[config.mk]
export PLATFORM = sky130hd
export DESIGN_NAME = exe_forward_flat
export DESIGN_NICKNAME = d
export VERILOG_FILES = /design/src/hw/exe_pkg.sv /design/src/hw/exe_bypass_if.sv /design/src/hw/exe_forward.sv /design/src/flat_wrapper.sv
export VERILOG_INCLUDE_DIRS = /design/src /design/src/hw
export SDC_FILE = /design/constraint.sdc
export NUM_CORES = 1
export LEC_CHECK = 0
export ABC_CLOCK_PERIOD_IN_PS = 3250
export CORE_AREA = 2 2 166 168
export DETAILED_ROUTE_END_ITERATION = 10
export DIE_AREA = 0 0 168 170
export DONT_BUFFER_PORTS = 1
export GPL_TIMING_DRIVEN = 1
export PLACE_DENSITY = 0.48
export SETUP_SLACK_MARGIN = 0.15
export SYNTH_ARGS = -nofsm -noshare
export SYNTH_HDL_FRONTEND = slang
export SYNTH_SLANG_ARGS = --single-unit
[constraint.sdc]
create_clock -name vclk -period 3.25
set_clock_uncertainty 0.2 [all_clocks]
set_input_delay 0.1625 -clock vclk [all_inputs]
set_output_delay 0.1625 -clock vclk [all_outputs]
set_load 0.01 [all_outputs]
[src/hw/exe_defines.svh]
`ifndef EXE_DEFINES_SVH
`define EXE_DEFINES_SVH

// data and address width
`define EXE_XLEN 32

// register file address width
`define EXE_REG_AW 5

// BL always writes r1
`define EXE_LINK_REG 5'd1

// step from pc to the sequential next pc
`define EXE_INST_BYTES 32'd4

`endif

[src/hw/exe_pkg.sv]
`include "exe_defines.svh"

package exe_pkg;

    typedef enum logic [3:0] {
        ALU_ADD,
        ALU_SUB,
        ALU_SLT,
        ALU_SLTU,
        ALU_AND,
        ALU_OR,
        ALU_XOR,
        ALU_NOR,
        ALU_SLL,
        ALU_SRL,
        ALU_SRA,
        ALU_LUI
    } alu_op_e;

    typedef enum logic [3:0] {
        BR_JIRL,
        BR_B,
        BR_BL,
        BR_BEQ,
        BR_BNE,
        BR_BLT,
        BR_BGE,
        BR_BLTU,
        BR_BGEU
    } br_cond_e;

    // one op field, read by unit type
    typedef union packed {
        alu_op_e  alu;
        br_cond_e br;
    } uop_op_u;

    typedef struct packed {
        logic    is_alu;
        logic    is_mul;
        logic    is_br;
        logic    src2_imm;
        logic    mul_sign;
        logic    mul_high;
        uop_op_u op;
    } exe_uop_t;

    // one lane's writeback at one stage
    typedef struct packed {
        logic                   valid;
        logic [`EXE_REG_AW-1:0] rd;
        logic [`EXE_XLEN-1:0]   data;
    } exe_result_t;

endpackage

[src/hw/exe_bypass_if.sv]
interface exe_bypass_if;

    // middle stage, ALU and link results only
    exe_pkg::exe_result_t mid0;
    exe_pkg::exe_result_t mid1;

    // final stage, everything that writes back
    exe_pkg::exe_result_t fin0;
    exe_pkg::exe_result_t fin1;

    modport src (
        output mid0,
        output mid1,
        output fin0,
        output fin1
    );

    modport sink (
        input mid0,
        input mid1,
        input fin0,
        input fin1
    );

endinterface

[src/hw/exe_forward.sv]
`include "exe_defines.svh"

module exe_forward (
    input  logic [`EXE_REG_AW-1:0] rj0,
    input  logic [`EXE_REG_AW-1:0] rk0,
    input  logic [`EXE_REG_AW-1:0] rj1,
    input  logic [`EXE_REG_AW-1:0] rk1,
    input  logic [`EXE_XLEN-1:0]   rj0_data,
    input  logic [`EXE_XLEN-1:0]   rk0_data,
    input  logic [`EXE_XLEN-1:0]   rj1_data,
    input  logic [`EXE_XLEN-1:0]   rk1_data,
    exe_bypass_if.sink             bp,
    output logic [`EXE_XLEN-1:0]   src0_a,
    output logic [`EXE_XLEN-1:0]   src0_b,
    output logic [`EXE_XLEN-1:0]   src1_a,
    output logic [`EXE_XLEN-1:0]   src1_b
);

    // youngest match wins, lane 1 before lane 0 within a stage
    function automatic logic [`EXE_XLEN-1:0] pick(
        input logic [`EXE_REG_AW-1:0] addr,
        input logic [`EXE_XLEN-1:0]   rf_data
    );
        if (addr == '0) begin
            return '0;
        end
        if (bp.mid1.valid && bp.mid1.rd == addr) begin
            return bp.mid1.data;
        end
        if (bp.mid0.valid && bp.mid0.rd == addr) begin
            return bp.mid0.data;
        end
        if (bp.fin1.valid && bp.fin1.rd == addr) begin
            return bp.fin1.data;
        end
        if (bp.fin0.valid && bp.fin0.rd == addr) begin
            return bp.fin0.data;
        end
        return rf_data;
    endfunction

    always_comb begin
        src0_a = pick(rj0, rj0_data);
        src0_b = pick(rk0, rk0_data);
        src1_a = pick(rj1, rj1_data);
        src1_b = pick(rk1, rk1_data);
    end

endmodule

[src/flat_wrapper.sv]
// flat-port wrapper written by rule: the top's interface ports become plain ports
module exe_forward_flat 
  (rj0, rk0, rj1, rk1, rj0_data, rk0_data, rj1_data, rk1_data, src0_a, src0_b, src1_a, src1_b, bp_mid0, bp_mid1, bp_fin0, bp_fin1);
  exe_bypass_if bp_i ();
  input  logic [`EXE_REG_AW-1:0] rj0;
  input  logic [`EXE_REG_AW-1:0] rk0;
  input  logic [`EXE_REG_AW-1:0] rj1;
  input  logic [`EXE_REG_AW-1:0] rk1;
  input  logic [`EXE_XLEN-1:0] rj0_data;
  input  logic [`EXE_XLEN-1:0] rk0_data;
  input  logic [`EXE_XLEN-1:0] rj1_data;
  input  logic [`EXE_XLEN-1:0] rk1_data;
  output logic [`EXE_XLEN-1:0] src0_a;
  output logic [`EXE_XLEN-1:0] src0_b;
  output logic [`EXE_XLEN-1:0] src1_a;
  output logic [`EXE_XLEN-1:0] src1_b;
  input wire logic [$bits(bp_i.mid0)-1:0] bp_mid0;
  input wire logic [$bits(bp_i.mid1)-1:0] bp_mid1;
  input wire logic [$bits(bp_i.fin0)-1:0] bp_fin0;
  input wire logic [$bits(bp_i.fin1)-1:0] bp_fin1;
  assign bp_i.mid0 = bp_mid0;
  assign bp_i.mid1 = bp_mid1;
  assign bp_i.fin0 = bp_fin0;
  assign bp_i.fin1 = bp_fin1;
  exe_forward u_core (.rj0(rj0), .rk0(rk0), .rj1(rj1), .rk1(rk1), .rj0_data(rj0_data), .rk0_data(rk0_data), .rj1_data(rj1_data), .rk1_data(rk1_data), .bp(bp_i), .src0_a(src0_a), .src0_b(src0_b), .src1_a(src1_a), .src1_b(src1_b));
endmodule
==> run metrics <==
Worst Setup Slack, final=0.247 ns; power after layout=1.17 mW; clock buffer count=0; largest net degree at the start of global routing=65; P per Cell Area=143 nW/um^2; DRC viols=0; GRT overflow=0; sequential cell area fraction in the yosys report=0; status=completed; cell count after synthesis=1281; ANT nets after route=0; kind of critical path=input pin to output pin; worst setup path startpoint=bp_fin0[34]; Sequential Area=0 sq um; post-CTS resize count=0; pre-CTS setup slack=0.395 ns; maxcap violations=0; fin. max-slew vios=0; Switching Fraction=0.684; internal power=369 uW; final hold vios=0; Worst setup SP type=input pin; worst vdd ir=0.0526 mV; Routed wire per std cell=36.2 um; seq_cells=0; fraction of final layout cells sized beyond drive strength 1=0.0891; vias per inst=7.59; Worst-Margin Slew=0.967 ns; CP Max Fanout=44; final hold slack=0.336 ns; part of the power in registers=0; All-Layer GR Usage=0.360; antenna violations before repair=15; initial cell density of the core=0.292; Vert. Die Dim=170 um; die area=28600 sq um; Nets=1469; routed vias=11580; Final Core Density=0.305; Hold Crit Class=input pin to output pin; fmax=0.333 GHz; CP required=2.89 ns; hold_buf cts=0; top cell type's share of synthesized area=0.165; I/O pin count=428; crit path capture type=output pin; Area growth syn-to-layout=4.68%; final critical-path share of the clock period=0.924; 1st-iter DRT viols=1662; top cells by area, synth=a21oi_1 (16%), o311ai_1 (14%), a21boi_0 (12%), and3_1 (11%), nand3_1 (8.8%); final setup vio count=0; TritonRoute pass-1 iters=7; Slew HR=0.355; I/O Buffers=0; Static Leak=2.81 nW; Post-CTS Repair Setup Buffers=0; crit path DAT=2.64 ns; vias in the first global route=10589; area leader, netlist=a21oi_1; die width=168 um; hold path cells=2; syn_area_per_cell=6.07 sq um; Yosys cell types=28; Hold Crit Start=bp_mid0[1]; part of the power in the clock network=0; syn nets=1581; RSZ-0062 raised after global routing=false; Psw=798 uW; setup_tns=0 ns; total core area=26700 sq um; dpl hpwl=38400 um; Cell Area, Synth=7780 sq um; routability cong.=0.965; Comb pwr share=1.000; WL final=55200 um; synth warn=0; first-pass GRT wire length=77200 um; Core Rows=60; minimum clock period=3.00 ns
==> routing by layer <==
metal / up-vias / GRT usage / wire length, um
li1: 4679 / - / -
met5: - / 0 / 23
met1: 5533 / 0.439 / 20100
met2: 1155 / 0.600 / 25100
met4: 4 / 0.144 / 2710
met3: 209 / 0.100 / 7280
==> cell families (layout without fill, tap and decap cells) <==
group,Yosys count,after routing,synth area share
AOI/OAI and AO/OA,642,642,0.517
and+or+nand+nor,375,375,0.290
buffers and inverters,184,70,0.103
xor gates and xnor gates,80,80,0.0901
other,0,18,0
==> stage by stage <==
step / cells / area (sq um)
finish: 1526 / 8140
global route: 1515 / 8110
CTS: 1508 / 8100
detailed placement: 1508 / 8100
global placement: 1508 / 8100
floorplan: 1281 / 7780
==> final cells by class <==
cell class         instances  area, sq um
diodes                    18         45.0
fillers                 2984        18500
multi-input cells       1097         7060
well taps                341          427
repair buffers            70          613
==> worst max-delay path, stage by stage <==
cell      delay, ns
xnor2_1        0.38
and2_2         0.79
buf_4          0.39
a21boi_0       0.32
o311ai_1       0.40
a21oi_1        0.17
==> synthesized netlist by cell type, drive strengths merged (11+ instances only) <==
| cell | count |
|---|---|
| nor2b | 32 |
| a21oi | 256 |
| o21ai | 128 |
| clkbuf | 128 |
| a21boi | 128 |
| and3 | 136 |
| xnor2 | 17 |
| nand3 | 136 |
| o311ai | 126 |
| nor3 | 11 |
| buf | 56 |
| xor2 | 63 |
| nand2b | 32 |
==> power groups by stage <==
stage | sequential (mW) | combinational (mW) | clock, mW
2_1_floorplan | 0 | 0.791 | 0
3_3_place_gp | 0 | 1.11 | 0
3_5_place_dp | 0 | 1.11 | 0
4_1_cts | 0 | 1.12 | 0
5_1_grt | 0 | 1.21 | 0.000000289
6_report | 0 | 1.17 | 0.000000748
==> cell usage in the layout, fill, tap and decap left out, types with 7 or more instances in the layout <==
cell type and n:
a21oi_1 256, nand3_1 130, and3_1 128, o21ai_0 128, a21boi_0 126, o311ai_1 120
xor2_1 63, buf_4 63, nor2b_1 32, nand2b_1 32, diode_2 18, xnor2_1 16
and3_2 8, nor3_1 8, buf_12 7
==> worst paths after layout <==
| check | endpoint |
|---|---|
| setup / recovery | src1_b[24] |
| hold / removal | src0_a[1] |
Note: power is estimated with default switching activity, not from simulation.
