--- src/hw/exe_defines.svh ---
`ifndef EXE_DEFINES_SVH
`define EXE_DEFINES_SVH

// data and address width
`define EXE_XLEN 32

// register file address width
`define EXE_REG_AW 5

// BL always writes r1
`define EXE_LINK_REG 5'd1

// step from pc to the sequential next pc
`define EXE_INST_BYTES 32'd4

`endif

--- src/hw/exe_pkg.sv ---
`include "exe_defines.svh"

package exe_pkg;

    typedef enum logic [3:0] {
        ALU_ADD,
        ALU_SUB,
        ALU_SLT,
        ALU_SLTU,
        ALU_AND,
        ALU_OR,
        ALU_XOR,
        ALU_NOR,
        ALU_SLL,
        ALU_SRL,
        ALU_SRA,
        ALU_LUI
    } alu_op_e;

    typedef enum logic [3:0] {
        BR_JIRL,
        BR_B,
        BR_BL,
        BR_BEQ,
        BR_BNE,
        BR_BLT,
        BR_BGE,
        BR_BLTU,
        BR_BGEU
    } br_cond_e;

    // one op field, read by unit type
    typedef union packed {
        alu_op_e  alu;
        br_cond_e br;
    } uop_op_u;

    typedef struct packed {
        logic    is_alu;
        logic    is_mul;
        logic    is_br;
        logic    src2_imm;
        logic    mul_sign;
        logic    mul_high;
        uop_op_u op;
    } exe_uop_t;

    // one lane's writeback at one stage
    typedef struct packed {
        logic                   valid;
        logic [`EXE_REG_AW-1:0] rd;
        logic [`EXE_XLEN-1:0]   data;
    } exe_result_t;

endpackage

--- src/hw/exe_mul.sv ---
`include "exe_defines.svh"

module exe_mul (
    input  logic                   clk,
    input  logic                   arst_n,
    input  logic                   clear,
    input  logic                   start,
    input  logic                   sign,
    input  logic                   high,
    input  logic [`EXE_XLEN-1:0]   src_a,
    input  logic [`EXE_XLEN-1:0]   src_b,
    input  logic [`EXE_REG_AW-1:0] rd,
    output exe_pkg::exe_result_t   res
);

    localparam int HW = `EXE_XLEN / 2;

    logic                     valid_q;
    logic                     high_q;
    logic [`EXE_REG_AW-1:0]   rd_q;
    logic [`EXE_XLEN-1:0]     ll_q;
    logic [`EXE_XLEN-1:0]     lh_q;
    logic [`EXE_XLEN-1:0]     hl_q;
    logic [`EXE_XLEN-1:0]     hh_q;
    logic [`EXE_XLEN-1:0]     corr_q;
    logic [2*`EXE_XLEN-1:0]   prod;

    always_ff @(posedge clk or negedge arst_n) begin
        if (!arst_n) begin
            valid_q <= 1'b0;
        end else if (clear) begin
            valid_q <= 1'b0;
        end else begin
            valid_q <= start;
        end
    end

    // unsigned partial products, signed case fixed by the upper-word term
    always_ff @(posedge clk) begin
        if (start) begin
            high_q <= high;
            rd_q   <= rd;
            ll_q   <= src_a[HW-1:0] * src_b[HW-1:0];
            lh_q   <= src_a[HW-1:0] * src_b[`EXE_XLEN-1:HW];
            hl_q   <= src_a[`EXE_XLEN-1:HW] * src_b[HW-1:0];
            hh_q   <= src_a[`EXE_XLEN-1:HW] * src_b[`EXE_XLEN-1:HW];
            corr_q <= ((sign && src_a[`EXE_XLEN-1]) ? src_b : '0)
                    + ((sign && src_b[`EXE_XLEN-1]) ? src_a : '0);
        end
    end

    assign prod = {hh_q, ll_q}
                + {{HW{1'b0}}, lh_q, {HW{1'b0}}}
                + {{HW{1'b0}}, hl_q, {HW{1'b0}}}
                - {corr_q, {`EXE_XLEN{1'b0}}};

    assign res.valid = valid_q;
    assign res.rd    = rd_q;
    assign res.data  = high_q ? prod[2*`EXE_XLEN-1:`EXE_XLEN] : prod[`EXE_XLEN-1:0];

endmodule

--- config.mk ---
export PLATFORM = sky130hd
export DESIGN_NAME = exe_mul
export DESIGN_NICKNAME = d
export VERILOG_FILES = /design/src/hw/exe_pkg.sv /design/src/hw/exe_mul.sv
export VERILOG_INCLUDE_DIRS = /design/src /design/src/hw
export SDC_FILE = /design/constraint.sdc
export NUM_CORES = 2
export LEC_CHECK = 0
export ABC_CLOCK_PERIOD_IN_PS = 5300
export BUFFER_PORTS_ARGS = -buffer_cell sky130_fd_sc_hd__buf_2
export CORE_MARGIN = 2
export CORE_UTILIZATION = 55
export CTS_CLUSTER_DIAMETER = 200
export CTS_CLUSTER_SIZE = 12
export DETAILED_ROUTE_END_ITERATION = 10
export PLACE_DENSITY = 0.78
export SLEW_MARGIN = 10
export SYNTH_ARGS = -nofsm -noshare
export SYNTH_HDL_FRONTEND = slang
export SYNTH_SLANG_ARGS = --single-unit
--- constraint.sdc ---
create_clock -name clk -period 5.3 [get_ports clk]
set_clock_uncertainty 0.1 [all_clocks]
set_input_delay 0.53 -clock clk [delete_from_list [all_inputs] [get_ports clk]]
set_output_delay 0.53 -clock clk [all_outputs]
set_load 0.05 [all_outputs]
==> results.tsv <==
stage	metric	value	unit
run_status	status	complete, but fails checks	
run_status	violations	setup timing	
timing	setup_viol	64	
cells_and_area	fin_cells	6957	
drt	drc_errors	0	
yosys	synth-edff-count	166	
worst_hold_path	hold_path.class	in2reg	
die	fp-row-count	106	
yosys	synth_seq_area_share	10.7	%
die	initial_core_util	55.6	%
drt	vias_per_cell	5.71	
timing	max-slew-margin-rel	28.0	%
timing	final.setup.worst_slack	-0.715	ns
setup_path	worst_ep_required_time	5.48	ns
placement	port_buffers	112	
clock_network	htreeDepth	4	
yosys	syn-num-nets	6685	
setup_path	end_kind	register	
setup_path	path_depth	26	
timing	whs	0.0498	ns
yosys	synth_area_per_cell	8.94	sq um
die	die_x	295	um
setup_path	arrival	6.19	ns
setup_path	slowest_stage	fa_1	
timing	hold_viol_final	0	
die	die_h	295	um
clock_network	cts.sinks	167	
worst_hold_path	min_from	clear	
cells_and_area	fill_cells	5918	
drt	drt-pass1-iter-count	6	
timing	tns	-24.22	ns
clock_network	cts_tree	done	
timing	worst_slew_pin_slew	1.08	ns
cells_and_area	regArea	0.00501	sq mm
clock_network	cts_buffer_depth	2	
die	die-area	0.0871	sq mm
global_route	grt.overflow.total	0	
setup_path	path_delay_family	adder cells	
global_route	grt_max_degree	168	
cells_and_area	fin_nets	7277	
global_route	grt_pass1_wl	225	mm
drt	num_vias	39700	
setup_path	crit_type	in2reg	
setup_path	worst_path_most_repeated_cell	fa_1	
drt	wl_met3	17.2	mm
timing	min_period_over_period	113	%
job	maxCapViolCount	0	
setup_path	critPathLaunch	src_b[25]	
drt	dr.first_iter.drc_count	3392	
global_route	antenna_found_initial	4	
cells_and_area	area_growth	23.8	%
placement	dp_cells	6812	
timing	drv_slew	0	
yosys	syn_inst	5216	
setup_path	critPathMaxFanout	8	
yosys	ys_seq_elements	167	
drt	met1Wirelength	54.8	mm
setup_path	cp-start-kind	input pin	
drt	ant_nets	0	
yosys	async_reset_ff_share	0.599	%
yosys	syn_area	0.0466	sq mm
drt	post_drt_wl_per_cell	21.4	um
clock_network	cts.clk_slew.worst_paths	0.09	ns
setup_path	endpoint	hh_q[31]	
yosys	synth-main-ff-cell	edfxtp_1	
setup_path	crit_path_max_incr_delay	0.58	ns
die	core	0.0838	sq mm
yosys	synthDistinctLibCells	76	
placement	gp_congestion	0.988	
drt	wirelength	149	mm
global_route	grt_pass1_vias	41600	
setup_path	worstPathBufferInverterCount	8	
timing	rsz0062_at_grt	yes	
timing	post-route-min-period	6.01	ns
drt	wl_met2	67.1	mm
drt	topRoutingLayerUsed	met5	
cells_and_area	drive_above_1_share	22.5	%
cells_and_area	multi_input_area	0.0391	sq mm
placement	dp_hpwl	114	mm
clock_network	numCtsBuffers	17	
die	ios	113	
global_route	grt_use_total	33.6	%
yosys	synth-warning-count	0	
timing	fmax	0.166	GHz
clock_network	clock-root-buffer	clkbuf_16	
-- synthesized netlist by cell type, types with 5 or more instances --
cell | number | share of area (%)
fa_1 | 825 | 35
nor2b_1 | 29 | 0.39
o211ai_1 | 12 | 0.19
nand2_1 | 655 | 5.3
clkbuf_1 | 234 | 1.9
a21oi_1 | 193 | 2.1
or3_1 | 7 | 0.094
o21bai_1 | 31 | 0.50
a21o_1 | 84 | 1.4
o31ai_1 | 7 | 0.11
and2_1 | 487 | 6.5
and3_1 | 79 | 1.1
o21ai_0 | 107 | 1.1
nand2b_1 | 25 | 0.34
o21a_1 | 21 | 0.34
a31oi_1 | 16 | 0.21
a221oi_1 | 6 | 0.11
inv_1 | 1097 | 8.8
nor2_1 | 141 | 1.1
o221ai_1 | 7 | 0.13
nand4_1 | 27 | 0.36
edfxtp_1 | 166 | 11
xor2_1 | 58 | 1.1
o31a_1 | 7 | 0.13
nor3_1 | 35 | 0.38
a311oi_1 | 5 | 0.094
or2_2 | 9 | 0.12
nand3_1 | 44 | 0.47
a211o_1 | 6 | 0.11
a211oi_1 | 17 | 0.27
ha_1 | 569 | 15
xnor2_1 | 127 | 2.4
o21ai_1 | 11 | 0.12
nor4_1 | 10 | 0.13
-- cell families after synthesis --
group / share of synthesized area (%)
and+or+nand+nor: 16.5
adders and majority gates: 50.7
buffers and inverters: 10.8
AOI/OAI and AO/OA: 7.72
xor gates and xnor gates: 3.47
DFF: 10.7
muxes: 0.0885
-- sequential cells by signal (all words and copies together), names as in the netlist --
register,cells
corr_q,32
hh_q,32
hl_q,32
lh_q,32
ll_q,32
rd_q,5
high_q,1
valid_q,1
-- layout by cell type, fill, tap and decap left out, drive strengths merged, types with 12 or more instances in the layout --
| cell | count |
|---|---|
| a211oi | 17 |
| a21o | 84 |
| a21oi | 194 |
| a31oi | 16 |
| and2 | 487 |
| and3 | 79 |
| buf | 805 |
| clkbuf | 23 |
| edfxtp | 166 |
| fa | 825 |
| ha | 569 |
| inv | 1106 |
| nand2 | 655 |
| nand2b | 25 |
| nand3 | 44 |
| nand4 | 27 |
| nor2 | 141 |
| nor2b | 29 |
| nor3 | 35 |
| o211ai | 12 |
| o21a | 21 |
| o21ai | 118 |
| o21bai | 32 |
| xnor2 | 127 |
| xor2 | 58 |
-- worst min path at each step --
stage / endpoint / slack (ns) / cells after the start
floorplan: valid_q / 0.13 / 0
global placement: valid_q / 0.20 / 1
detailed placement: valid_q / 0.21 / 1
CTS: valid_q / 0.03 / 2
global route: valid_q / 0.04 / 2
finish: valid_q / 0.05 / 2
-- routing by layer --
| metal | GRT usage, % | vias to the layer above |
|---|---|---|
| li1 | - | 17300 |
| met1 | 41.9 | 19600 |
| met2 | 53.6 | 2190 |
| met3 | 9.63 | 583 |
| met4 | 17.0 | 4 |
| met5 | 0 | - |
-- cell type report --
type	instances	area share [%]
Clock buffer	17	0.737
Inverter	1097	7.14
Timing Repair Buffer	812	13.0
Tap cell	1134	2.46
Sequential cell	167	8.68
Clock inverter	15	0.301
Multi-Input combinational cell	3713	67.7
Antenna cell	2	0.00867
-- per-stage QoR --
step           util, %  cell area, sq um  setup slack, ns
6_report          68.9             57700           -0.715
5_1_grt           68.9             57700           -0.860
4_1_cts           67.0             56200           -0.528
3_5_place_dp      63.7             53400            -1.35
3_3_place_gp      63.7             53400            -1.25
2_1_floorplan        -             47700           -0.703
-- repair_timing --
action / in CTS / in global routing
hold buffers: 1 / 0
endpoints found under the setup margin: 78 / 88
hold endpoints to repair: 1 / 0
gates cloned: 5 / 3
gates resized for setup: 416 / 297
pin swaps: 158 / 210
buffers inserted: 68 / 61
Power is not shown: default switching activity piles up to over one toggle a cycle in this logic, so the estimate is an artifact.
