### src/hw/exe_defines.svh
`ifndef EXE_DEFINES_SVH
`define EXE_DEFINES_SVH

// data and address width
`define EXE_XLEN 32

// register file address width
`define EXE_REG_AW 5

// BL always writes r1
`define EXE_LINK_REG 5'd1

// step from pc to the sequential next pc
`define EXE_INST_BYTES 32'd4

`endif

### src/hw/exe_pkg.sv
`include "exe_defines.svh"

package exe_pkg;

    typedef enum logic [3:0] {
        ALU_ADD,
        ALU_SUB,
        ALU_SLT,
        ALU_SLTU,
        ALU_AND,
        ALU_OR,
        ALU_XOR,
        ALU_NOR,
        ALU_SLL,
        ALU_SRL,
        ALU_SRA,
        ALU_LUI
    } alu_op_e;

    typedef enum logic [3:0] {
        BR_JIRL,
        BR_B,
        BR_BL,
        BR_BEQ,
        BR_BNE,
        BR_BLT,
        BR_BGE,
        BR_BLTU,
        BR_BGEU
    } br_cond_e;

    // one op field, read by unit type
    typedef union packed {
        alu_op_e  alu;
        br_cond_e br;
    } uop_op_u;

    typedef struct packed {
        logic    is_alu;
        logic    is_mul;
        logic    is_br;
        logic    src2_imm;
        logic    mul_sign;
        logic    mul_high;
        uop_op_u op;
    } exe_uop_t;

    // one lane's writeback at one stage
    typedef struct packed {
        logic                   valid;
        logic [`EXE_REG_AW-1:0] rd;
        logic [`EXE_XLEN-1:0]   data;
    } exe_result_t;

endpackage

### src/hw/exe_branch.sv
`include "exe_defines.svh"

module exe_branch (
    input  exe_pkg::exe_uop_t    uop,
    input  logic [`EXE_XLEN-1:0] pc,
    input  logic [`EXE_XLEN-1:0] pc_next,
    input  logic [`EXE_XLEN-1:0] src_a,
    input  logic [`EXE_XLEN-1:0] src_b,
    input  logic [`EXE_XLEN-1:0] imm,
    output logic                 taken,
    output logic [`EXE_XLEN-1:0] target,
    output logic [`EXE_XLEN-1:0] correct_next,
    output logic                 mispredict,
    output logic [`EXE_XLEN-1:0] link_data
);

    always_comb begin
        case (uop.op.br)
            exe_pkg::BR_JIRL,
            exe_pkg::BR_B,
            exe_pkg::BR_BL:   taken = 1'b1;
            exe_pkg::BR_BEQ:  taken = src_a == src_b;
            exe_pkg::BR_BNE:  taken = src_a != src_b;
            exe_pkg::BR_BLT:  taken = $signed(src_a) < $signed(src_b);
            exe_pkg::BR_BGE:  taken = $signed(src_a) >= $signed(src_b);
            exe_pkg::BR_BLTU: taken = src_a < src_b;
            exe_pkg::BR_BGEU: taken = src_a >= src_b;
            default:          taken = 1'b0;
        endcase
    end

    // jirl is register relative, the rest pc relative
    assign target = (uop.op.br == exe_pkg::BR_JIRL) ? src_a + imm : pc + imm;

    assign link_data    = pc + `EXE_INST_BYTES;
    assign correct_next = taken ? target : link_data;
    assign mispredict   = correct_next != pc_next;

endmodule

### config.mk
export PLATFORM = sky130hd
export DESIGN_NAME = exe_branch
export DESIGN_NICKNAME = d
export VERILOG_FILES = /design/src/hw/exe_pkg.sv /design/src/hw/exe_branch.sv
export VERILOG_INCLUDE_DIRS = /design/src /design/src/hw
export SDC_FILE = /design/constraint.sdc
export NUM_CORES = 1
export LEC_CHECK = 0
export ABC_AREA = 0
export BUFFER_PORTS_ARGS = -buffer_cell sky130_fd_sc_hd__buf_2
export CORE_ASPECT_RATIO = 0.6
export CORE_MARGIN = 2
export CORE_UTILIZATION = 48
export DETAILED_ROUTE_END_ITERATION = 10
export PLACE_DENSITY = 0.95
export REMOVE_ABC_BUFFERS = 1
export SLEW_MARGIN = 40
export SYNTH_ARGS = -nofsm -noshare
export SYNTH_HDL_FRONTEND = slang
export SYNTH_SLANG_ARGS = --single-unit
### constraint.sdc
create_clock -name vclk -period 6.2
set_clock_uncertainty 0.05 [all_clocks]
set_input_delay 0.62 -clock vclk [all_inputs]
set_output_delay 0.62 -clock vclk [all_outputs]
set_load 0.02 [all_outputs]
==> results.ini, run 1 <==
[place]
numPortBuffers=262
detailed_place_hpwl_um=18100
numPlacedInstances=1117
place_ws_ps=326
gp_congestion=1.02

[die]
initial_core_util_pct=49.8
dieArea_mm2=0.0112
die-height_um=82.7
coreArea_mm2=0.00995
floorplan.die.width_um=135
floorplan.rows=28
boundaryPins=268

[run_status]
status=completed

[global_route]
grt_pass1_wl_um=30300
first_global_vias=5630
maximum_number_of_pins_on_one_net_before_global_route_repair=29
grt-ovfl-total=0
grt_antenna_before_repair=3
groute.usage.overall_pct=34.9

[sta]
hold_violations=0
max_slew_margin_pct=45.7
fin_hold_ws_ps=1470
min_period_ps=5920
final_max_slew_viol_count=0
fin_crit_sh_pct=95.6
timing.final.setup_violations=0
final.setup.worst_slack_ps=275
timing_worst_slew_pin_value_ps=809
fmax_ghz=0.169
rsz0062_at_grt=no

[power]
power_w=0.000894
p_per_area_mw_per_mm2=138
leakagePower_nw=3.29
power.ir.vdd_worst_uv=93.2

[cells_and_area]
seq_cells=0
ff_latch_area_um2=0
nClkBuffers=0
finish.utilization_pct=65.1
final_cells=1118
fill_cells=967
nNetsFinal=1219
multi_input_area_mm2=0.00454
layout-drive-gt1-share_pct=35.3
syn2layout_area_growth_pct=30.8

[worst_setup_path]
timing.setup.critical_path_class=input port to output pin
crit_chain=buf_2 -> nor4_4 -> buf_4 -> mux2_2 -> ha_1 -> a21o_1 -> a311oi_2 -> o211a_4 -> o21ai_4 -> xnor2_1 -> buf_4 -> o221a_2 -> nand2_1 -> o22ai_1 -> o221ai_1 -> nor4_1 -> buf_4 -> nand4_1 -> buf_2
worst-endpoint-arrival_ps=5250
timing.critical_path.from_type=input port
crit_slowest_cell=sky130_fd_sc_hd__nor4_1
cp-end-kind=output pin
critPathBufInv=5
critical_path.most_common_cell=sky130_fd_sc_hd__buf_4
crit_path_max_fanout=17
worst_ep_required_time_ps=5530
slowest_delay_ps=440
critical-path-top-delay-family=compound AO/OA/AOI/OAI gates

[worst_hold_path]
timing.hold.worst.start=pc[1]
holdPathEnd=link_data[1]
worstHoldPathType=input port to output pin
timing.hold.worst_path_depth=2

[synthesis]
synthesis.instances=719
syn_area_mm2=0.00495
synthesis.yosys.warnings=0
average_cell_area_after_synthesis_um2=6.89
synth_cell_type_count=84
synth.yosys.seq_area_share_pct=0

[route]
detailedRoute.firstPassIterationCount=6
routedWlPerCell_um=18.7
dr.first_iter.drc_count=689
wl_um=20900
drtAntennaViolNets=0
post-route-drc-count=0
vias=6656
avgViaCountPerCell=5.95

[cts]
cts_hold_buffers=0
post_cts_buffers=0
post_cts_resized=0

[run]
maxCapViolCount=0

[cell families (layout without fill, tap and decap cells)]
family,Yosys count,count (layout),synth area share [%]
and+or+nand+nor,229,229,23.7
AOI/OAI and AO/OA,204,204,28.3
buffers and inverters,102,365,8.51
xor gates and xnor gates,87,87,15.7
adders and majority gates,66,66,16.8
muxes,31,31,7.02
other,0,1,0
[where the power goes]
part / internal (W) / switching, W / leakage (nW)
registers: 0 / 0 / 0
clock network: 0.0000000000216 / 0 / 0.00000634
logic: 0.000333 / 0.000561 / 3.29
total: 0.000333 / 0.000561 / 3.29
[synthesized netlist by cell type (4+ instances only)]
library cell | number | area, um2
sky130_fd_sc_hd__inv_1 | 83 | 312
sky130_fd_sc_hd__nand2_1 | 74 | 278
sky130_fd_sc_hd__ha_1 | 64 | 801
sky130_fd_sc_hd__xnor2_1 | 54 | 473
sky130_fd_sc_hd__a21oi_1 | 52 | 260
sky130_fd_sc_hd__o21ai_0 | 46 | 230
sky130_fd_sc_hd__nor2_1 | 35 | 131
sky130_fd_sc_hd__xor2_1 | 32 | 280
sky130_fd_sc_hd__mux2_2 | 30 | 338
sky130_fd_sc_hd__nand3_1 | 21 | 105
sky130_fd_sc_hd__nand4_1 | 21 | 131
sky130_fd_sc_hd__nor3_1 | 18 | 90.1
sky130_fd_sc_hd__a21o_1 | 13 | 97.6
sky130_fd_sc_hd__clkbuf_1 | 12 | 45.0
sky130_fd_sc_hd__and3_1 | 11 | 68.8
sky130_fd_sc_hd__a211oi_1 | 9 | 67.6
sky130_fd_sc_hd__a31oi_1 | 8 | 50.1
sky130_fd_sc_hd__nor4_1 | 8 | 50.1
sky130_fd_sc_hd__o211ai_1 | 7 | 52.6
sky130_fd_sc_hd__or2_2 | 7 | 43.8
sky130_fd_sc_hd__nor2b_1 | 6 | 37.5
sky130_fd_sc_hd__o21a_1 | 6 | 45.0
sky130_fd_sc_hd__a211o_1 | 4 | 35.0
sky130_fd_sc_hd__and2_1 | 4 | 25.0
sky130_fd_sc_hd__and4_1 | 4 | 35.0
sky130_fd_sc_hd__o21bai_1 | 4 | 30.0
sky130_fd_sc_hd__o221ai_1 | 4 | 35.0
[area by class of cell]
cell class / instances / share of cell area [%]
inverters: 84 / 4.87
diodes: 1 / 0.0386
multi-input cells: 617 / 70.0
repair buffers: 281 / 22.4
well taps: 135 / 2.61
[through the flow]
| stage | TNS [ps] | cell area (um2) |
|---|---|---|
| CTS | 0 | 6470 |
| floorplan | -41.8 | 4850 |
| finish | 0 | 6480 |
| global placement | 0 | 6470 |
| detailed placement | 0 | 6470 |
| global route | 0 | 6470 |
[placed cells by master (no fill, tap or decap), drive strengths merged, types with 18 or more instances in the layout]
master    n
xnor2    54
nand4    21
nand3    21
a21oi    55
nand2    74
ha       64
o21ai    48
xor2     32
inv      84
nor3     18
nor2     36
mux2     30
buf     281
[metal layers]
metal | track usage [%] | vias to the layer above | part of all wire (%) | wire (um)
met4 | 3.23 | 4 | 1.1 | 240
li1 | - | 3147 | - | -
met1 | 51.9 | 3040 | 44 | 9260
met2 | 53.1 | 435 | 41 | 8470
met3 | 7.20 | 30 | 14 | 2930
met5 | 0 | - | 0.10 | 21
[worst max path at each step]
| stage | cells after the start | start | end |
|---|---|---|---|
| finish | 19 | uop[1] | mispredict |
| CTS | 18 | uop[1] | mispredict |
| detailed placement | 18 | uop[1] | mispredict |
| floorplan | 15 | uop[1] | mispredict |
| global placement | 17 | uop[1] | mispredict |
| global route | 17 | uop[1] | mispredict |
Note: power is estimated with default switching activity, not from simulation.
==> run 2: changes to the inputs <==
==> constraint.sdc (replaced) <==
create_clock -name vclk -period 6.4
set_clock_uncertainty 0.05 [all_clocks]
set_input_delay 0.64 -clock vclk [all_inputs]
set_output_delay 0.64 -clock vclk [all_outputs]
set_load 0.02 [all_outputs]
==> run 2 against run 1 <==
Net effect:
- combinational power down 3.4%
- die area unchanged
- cell count down 0.36%
- non-clock buffer count down 3
- critical path type unchanged
- highest routed layer is now met4
==> results.ini, run 2 (same netlist as run 1, synthesis figures left out) <==
[sta]
fmax_ghz=0.168
totalNegativeSetupSlack_ps=0
fin_crit_sh_pct=93.2
max_slew_margin_pct=50.9
timing.final.setup_violations=0
min_period_ps=5960
hold_violations=0
final_max_slew_viol_count=0
rsz0062_at_grt=no
timing_worst_slew_pin_value_ps=730
final.setup.worst_slack_ps=437

[worst_hold_path]
holdPathEnd=link_data[1]
timing.hold.worst_path_depth=2
worstHoldPathType=input port to output pin
timing.hold.worst.start=pc[1]

[cells_and_area]
syn2layout_area_growth_pct=30.2
layout_commonest_cell=sky130_fd_sc_hd__buf_2
multi_input_area_mm2=0.00453
mostFrequentLayoutCells=sky130_fd_sc_hd__buf_2, sky130_fd_sc_hd__inv_1, sky130_fd_sc_hd__nand2_1, sky130_fd_sc_hd__ha_1, sky130_fd_sc_hd__xnor2_1
seq_cells=0
fill_cells=947
nNetsFinal=1216
nClkBuffers=0
antenna_cells=0
ff_latch_area_um2=0
layout-drive-gt1-share_pct=35.0

[route]
avgViaCountPerCell=5.98
dr.first_iter.drc_count=702
drtAntennaViolNets=0
wl_um=21000
routedWlPerCell_um=18.9
post-route-drc-count=0
vias=6658
detailedRoute.firstPassIterationCount=5

[worst_setup_path]
cp-end-kind=output pin
worst_ep_required_time_ps=5710
worst-endpoint-arrival_ps=5270
timing.critical_path.from_type=input port
timing.setup.critical_path_class=input port to output pin
crit_path_max_fanout=17

[global_route]
groute.usage.overall_pct=35.5
first_global_vias=5805
grt_pass1_wl_um=30900
grt-ovfl-total=0
grt_antenna_before_repair=0
maximum_number_of_pins_on_one_net_before_global_route_repair=29

[die]
die-height_um=82.7
boundaryPins=268
coreArea_mm2=0.00995
floorplan.rows=28
initial_core_util_pct=49.8
floorplan.die.width_um=135
dieArea_mm2=0.0112

[cts]
post_cts_buffers=0
post_cts_resized=0
cts_hold_buffers=0

[place]
numPortBuffers=262
place_ws_ps=537
gp_congestion=0.990
detailed_place_hpwl_um=18400

[run]
maxCapViolCount=0

[power]
leakagePower_nw=3.27
power.ir.vdd_worst_uv=86.3
p_per_area_mw_per_mm2=134

[run_status]
status=completed

[run 2: worst max-delay path, stage by stage]
cell and delay [ps]:
sky130_fd_sc_hd__buf_2 150, sky130_fd_sc_hd__nor4_4 380, sky130_fd_sc_hd__buf_4 310, sky130_fd_sc_hd__mux2_2 360, sky130_fd_sc_hd__ha_1 390, sky130_fd_sc_hd__a21o_1 240, sky130_fd_sc_hd__a311oi_2 390, sky130_fd_sc_hd__o211a_4 280
sky130_fd_sc_hd__o21ai_4 70, sky130_fd_sc_hd__xnor2_1 230, sky130_fd_sc_hd__a221oi_2 300, sky130_fd_sc_hd__o2111ai_1 130, sky130_fd_sc_hd__or4_1 490, sky130_fd_sc_hd__o41a_1 380, sky130_fd_sc_hd__a311oi_2 210, sky130_fd_sc_hd__nand4_1 120
sky130_fd_sc_hd__buf_2 170
[run 2: power breakdown]
group,switching [W],total (W),leakage [nW],internal [W]
clock network,0,0,0,0
registers,0,0,0,0
logic,0.000543,0.000864,3.27,0.000321
total,0.000543,0.000864,3.27,0.000321
[run 2: how the worst max path moves through the flow]
| stage | start | end | cells after the start |
|---|---|---|---|
| 2_1_floorplan | uop[1] | mispredict | 15 |
| 3_3_place_gp | uop[1] | mispredict | 17 |
| 3_5_place_dp | uop[1] | mispredict | 17 |
| 4_1_cts | uop[1] | mispredict | 17 |
| 5_1_grt | uop[1] | mispredict | 17 |
| 6_report | uop[1] | mispredict | 17 |
[run 2: layer usage]
layer / global-route usage (%) / up-vias / share of wire, %
met3: 6.53 / 24 / 13
met4: 4.79 / 0 / 1.0
met2: 54.0 / 444 / 40
li1: - / 3138 / -
met1: 52.7 / 3052 / 45
met5: 0 / - / 0
[run 2: area by class of cell]
cell class / count / area share [%]
multi-input combinational: 617 / 70.3
tap: 135 / 2.62
timing repair buffer: 278 / 22.2
inverter: 84 / 4.89
[run 2: stage by stage]
step                      area [um2]  std cells  total power [W]  util, %  hold WS (ps)
after global placement          6450       1114         0.000835     64.8          1510
after global routing            6450       1114         0.000926     64.8          1520
after detailed placement        6450       1114         0.000842     64.8          1510
final                           6450       1114         0.000864     64.8          1510
after floorplan                 4850        701         0.000528        -          1230
after CTS                       6450       1114         0.000847     64.8          1510
==> run 3: changes to the inputs <==
--- a/config.mk
+++ b/config.mk
@@ -7,12 +7,12 @@
 export NUM_CORES = 1
 export LEC_CHECK = 0
 export ABC_AREA = 0
-export BUFFER_PORTS_ARGS = -buffer_cell sky130_fd_sc_hd__buf_2
 export CORE_ASPECT_RATIO = 0.6
-export CORE_MARGIN = 2
-export CORE_UTILIZATION = 48
+export CORE_UTILIZATION = 55
 export DETAILED_ROUTE_END_ITERATION = 10
-export PLACE_DENSITY = 0.95
+export DONT_BUFFER_PORTS = 1
+export GPL_TIMING_DRIVEN = 0
+export PLACE_DENSITY = 0.82
 export REMOVE_ABC_BUFFERS = 1
 export SLEW_MARGIN = 40
 export SYNTH_ARGS = -nofsm -noshare
==> run 3 against run 2 <==
Net effect:
- first-iteration DRC count fell by 26%
- largest cell class unchanged
- sequential cell count did not move
- design area fell by 21%
- critical path depth fell by 1
- utilization fell by 5.9 points
- power fell by 20%
- cell count fell by 26%
- global-route usage rose by 2.5 points
==> results.ini, run 3 (same netlist as run 1, synthesis figures left out) <==
[route]
detailedRoute.firstPassIterationCount=5
post-route-drc-count=0
avgViaCountPerCell=6.95
dr.first_iter.drc_count=522
drtAntennaViolNets=0
routedWlPerCell_um=23.8
wl_um=19500
vias=5688

[place]
numPortBuffers=0
gp_congestion=0.986
detailed_place_hpwl_um=16700

[global_route]
maximum_number_of_pins_on_one_net_before_global_route_repair=46
groute.usage.overall_pct=38.0
grt_pass1_wl_um=28000
first_global_vias=5065
grt_antenna_before_repair=0
grt-ovfl-total=0

[power]
p_per_area_mw_per_mm2=136
leakagePower_nw=2.20
power.ir.vdd_worst_uv=80.5
power_w=0.000691

[sta]
timing_worst_slew_pin_value_ps=857
hold_violations=0
rsz0062_at_grt=no
min_period_ps=6120
fin_hold_ws_ps=1230
fin_crit_sh_pct=95.6
fmax_ghz=0.163
max_slew_margin_pct=42.7
final_max_slew_viol_count=0
timing.final.setup_violations=0

[worst_setup_path]
timing.setup.critical_path_class=input port to output pin
crit_path_max_fanout=9
slowest_delay_ps=650
worst_ep_required_time_ps=5710
cp-end-kind=output pin
worst-endpoint-arrival_ps=5430
crit_slowest_cell=sky130_fd_sc_hd__a211oi_2
timing.critical_path.from_type=input port
crit_chain=nor4_4 -> buf_4 -> mux2_2 -> ha_1 -> fa_1 -> a21o_1 -> a311oi_2 -> o211a_4 -> o21ai_4 -> a211oi_2 -> xnor2_1 -> o21ai_0 -> o22ai_1 -> o221ai_1 -> nor4_1 -> nand4_1

[worst_hold_path]
worstHoldPathType=input port to output pin
timing.hold.worst_path_depth=0
holdPathEnd=link_data[1]
timing.hold.worst.start=pc[1]

[cells_and_area]
layout-drive-gt1-share_pct=10.7
ff_latch_area_um2=0
antenna_cells=0
finish.utilization_pct=58.9
multi_input_area_mm2=0.00458
nNetsFinal=944
seq_cells=0
syn2layout_area_growth_pct=2.45
layout_commonest_cell=sky130_fd_sc_hd__inv_1
mostFrequentLayoutCells=sky130_fd_sc_hd__inv_1, sky130_fd_sc_hd__nand2_1, sky130_fd_sc_hd__ha_1, sky130_fd_sc_hd__xnor2_1, sky130_fd_sc_hd__a21oi_1
nClkBuffers=0
fill_cells=869

[cts]
post_cts_resized=0
post_cts_buffers=0
cts_hold_buffers=0

[die]
coreArea_mm2=0.00862
floorplan.die.width_um=125
die-height_um=75.5
boundaryPins=268
dieArea_mm2=0.00940
initial_core_util_pct=57.4
floorplan.rows=26

[run_status]
status=completed

[run]
maxCapViolCount=0

## run 3: cell types whose count changed in the layout (fill, tap and decap cells not counted), sizes merged
cell	delta
buf	-273
nor2	+1
## run 3: stage by stage
step	setup WS [ps]	cells	area, um2	TNS, ps
finish	280	819	5070	0
global route	159	819	5070	0
CTS	113	817	5040	0
detailed placement	137	817	5040	0
global placement	-1190	813	4990	-1830
floorplan	118	701	4850	0
## run 3: layout make-up
type                       count  share of cell area, %
multi-input combinational    618                   90.3
inverter                      84                   6.26
timing repair buffer           5                  0.691
tap                          112                   2.76
## run 3: worst max path at each step
| stage | start | endpoint | slack [ps] | cells after the start |
|---|---|---|---|---|
| 3_5_place_dp | src_b[31] | mispredict | 140 | 14 |
| 6_report | uop[1] | mispredict | 280 | 16 |
| 2_1_floorplan | uop[1] | mispredict | 120 | 15 |
| 5_1_grt | uop[1] | mispredict | 160 | 16 |
| 3_3_place_gp | uop[1] | mispredict | -1190 | 15 |
| 4_1_cts | src_b[31] | mispredict | 110 | 14 |
## run 3: where the power goes
part           internal, W  switching (W)
Sequential               0              0
Combinational     0.000211       0.000480
Clock                    0              0
## run 3: per-layer routing
layer	track usage, %	up-vias	wire length, um
met4	4.02	0	226
met2	61.2	388	8330
met3	9.90	25	2680
met5	0	-	0
li1	-	2597	-
met1	52.8	2678	8230
## run 3: worst max-delay path, delay by kind of cell
kind | cells | cell delay [ps]
compound gates | 8 | 2170
xor+xnor | 1 | 190
fa+ha+maj | 2 | 630
buf+inv | 1 | 250
mux | 1 | 350
simple gates | 3 | 1190
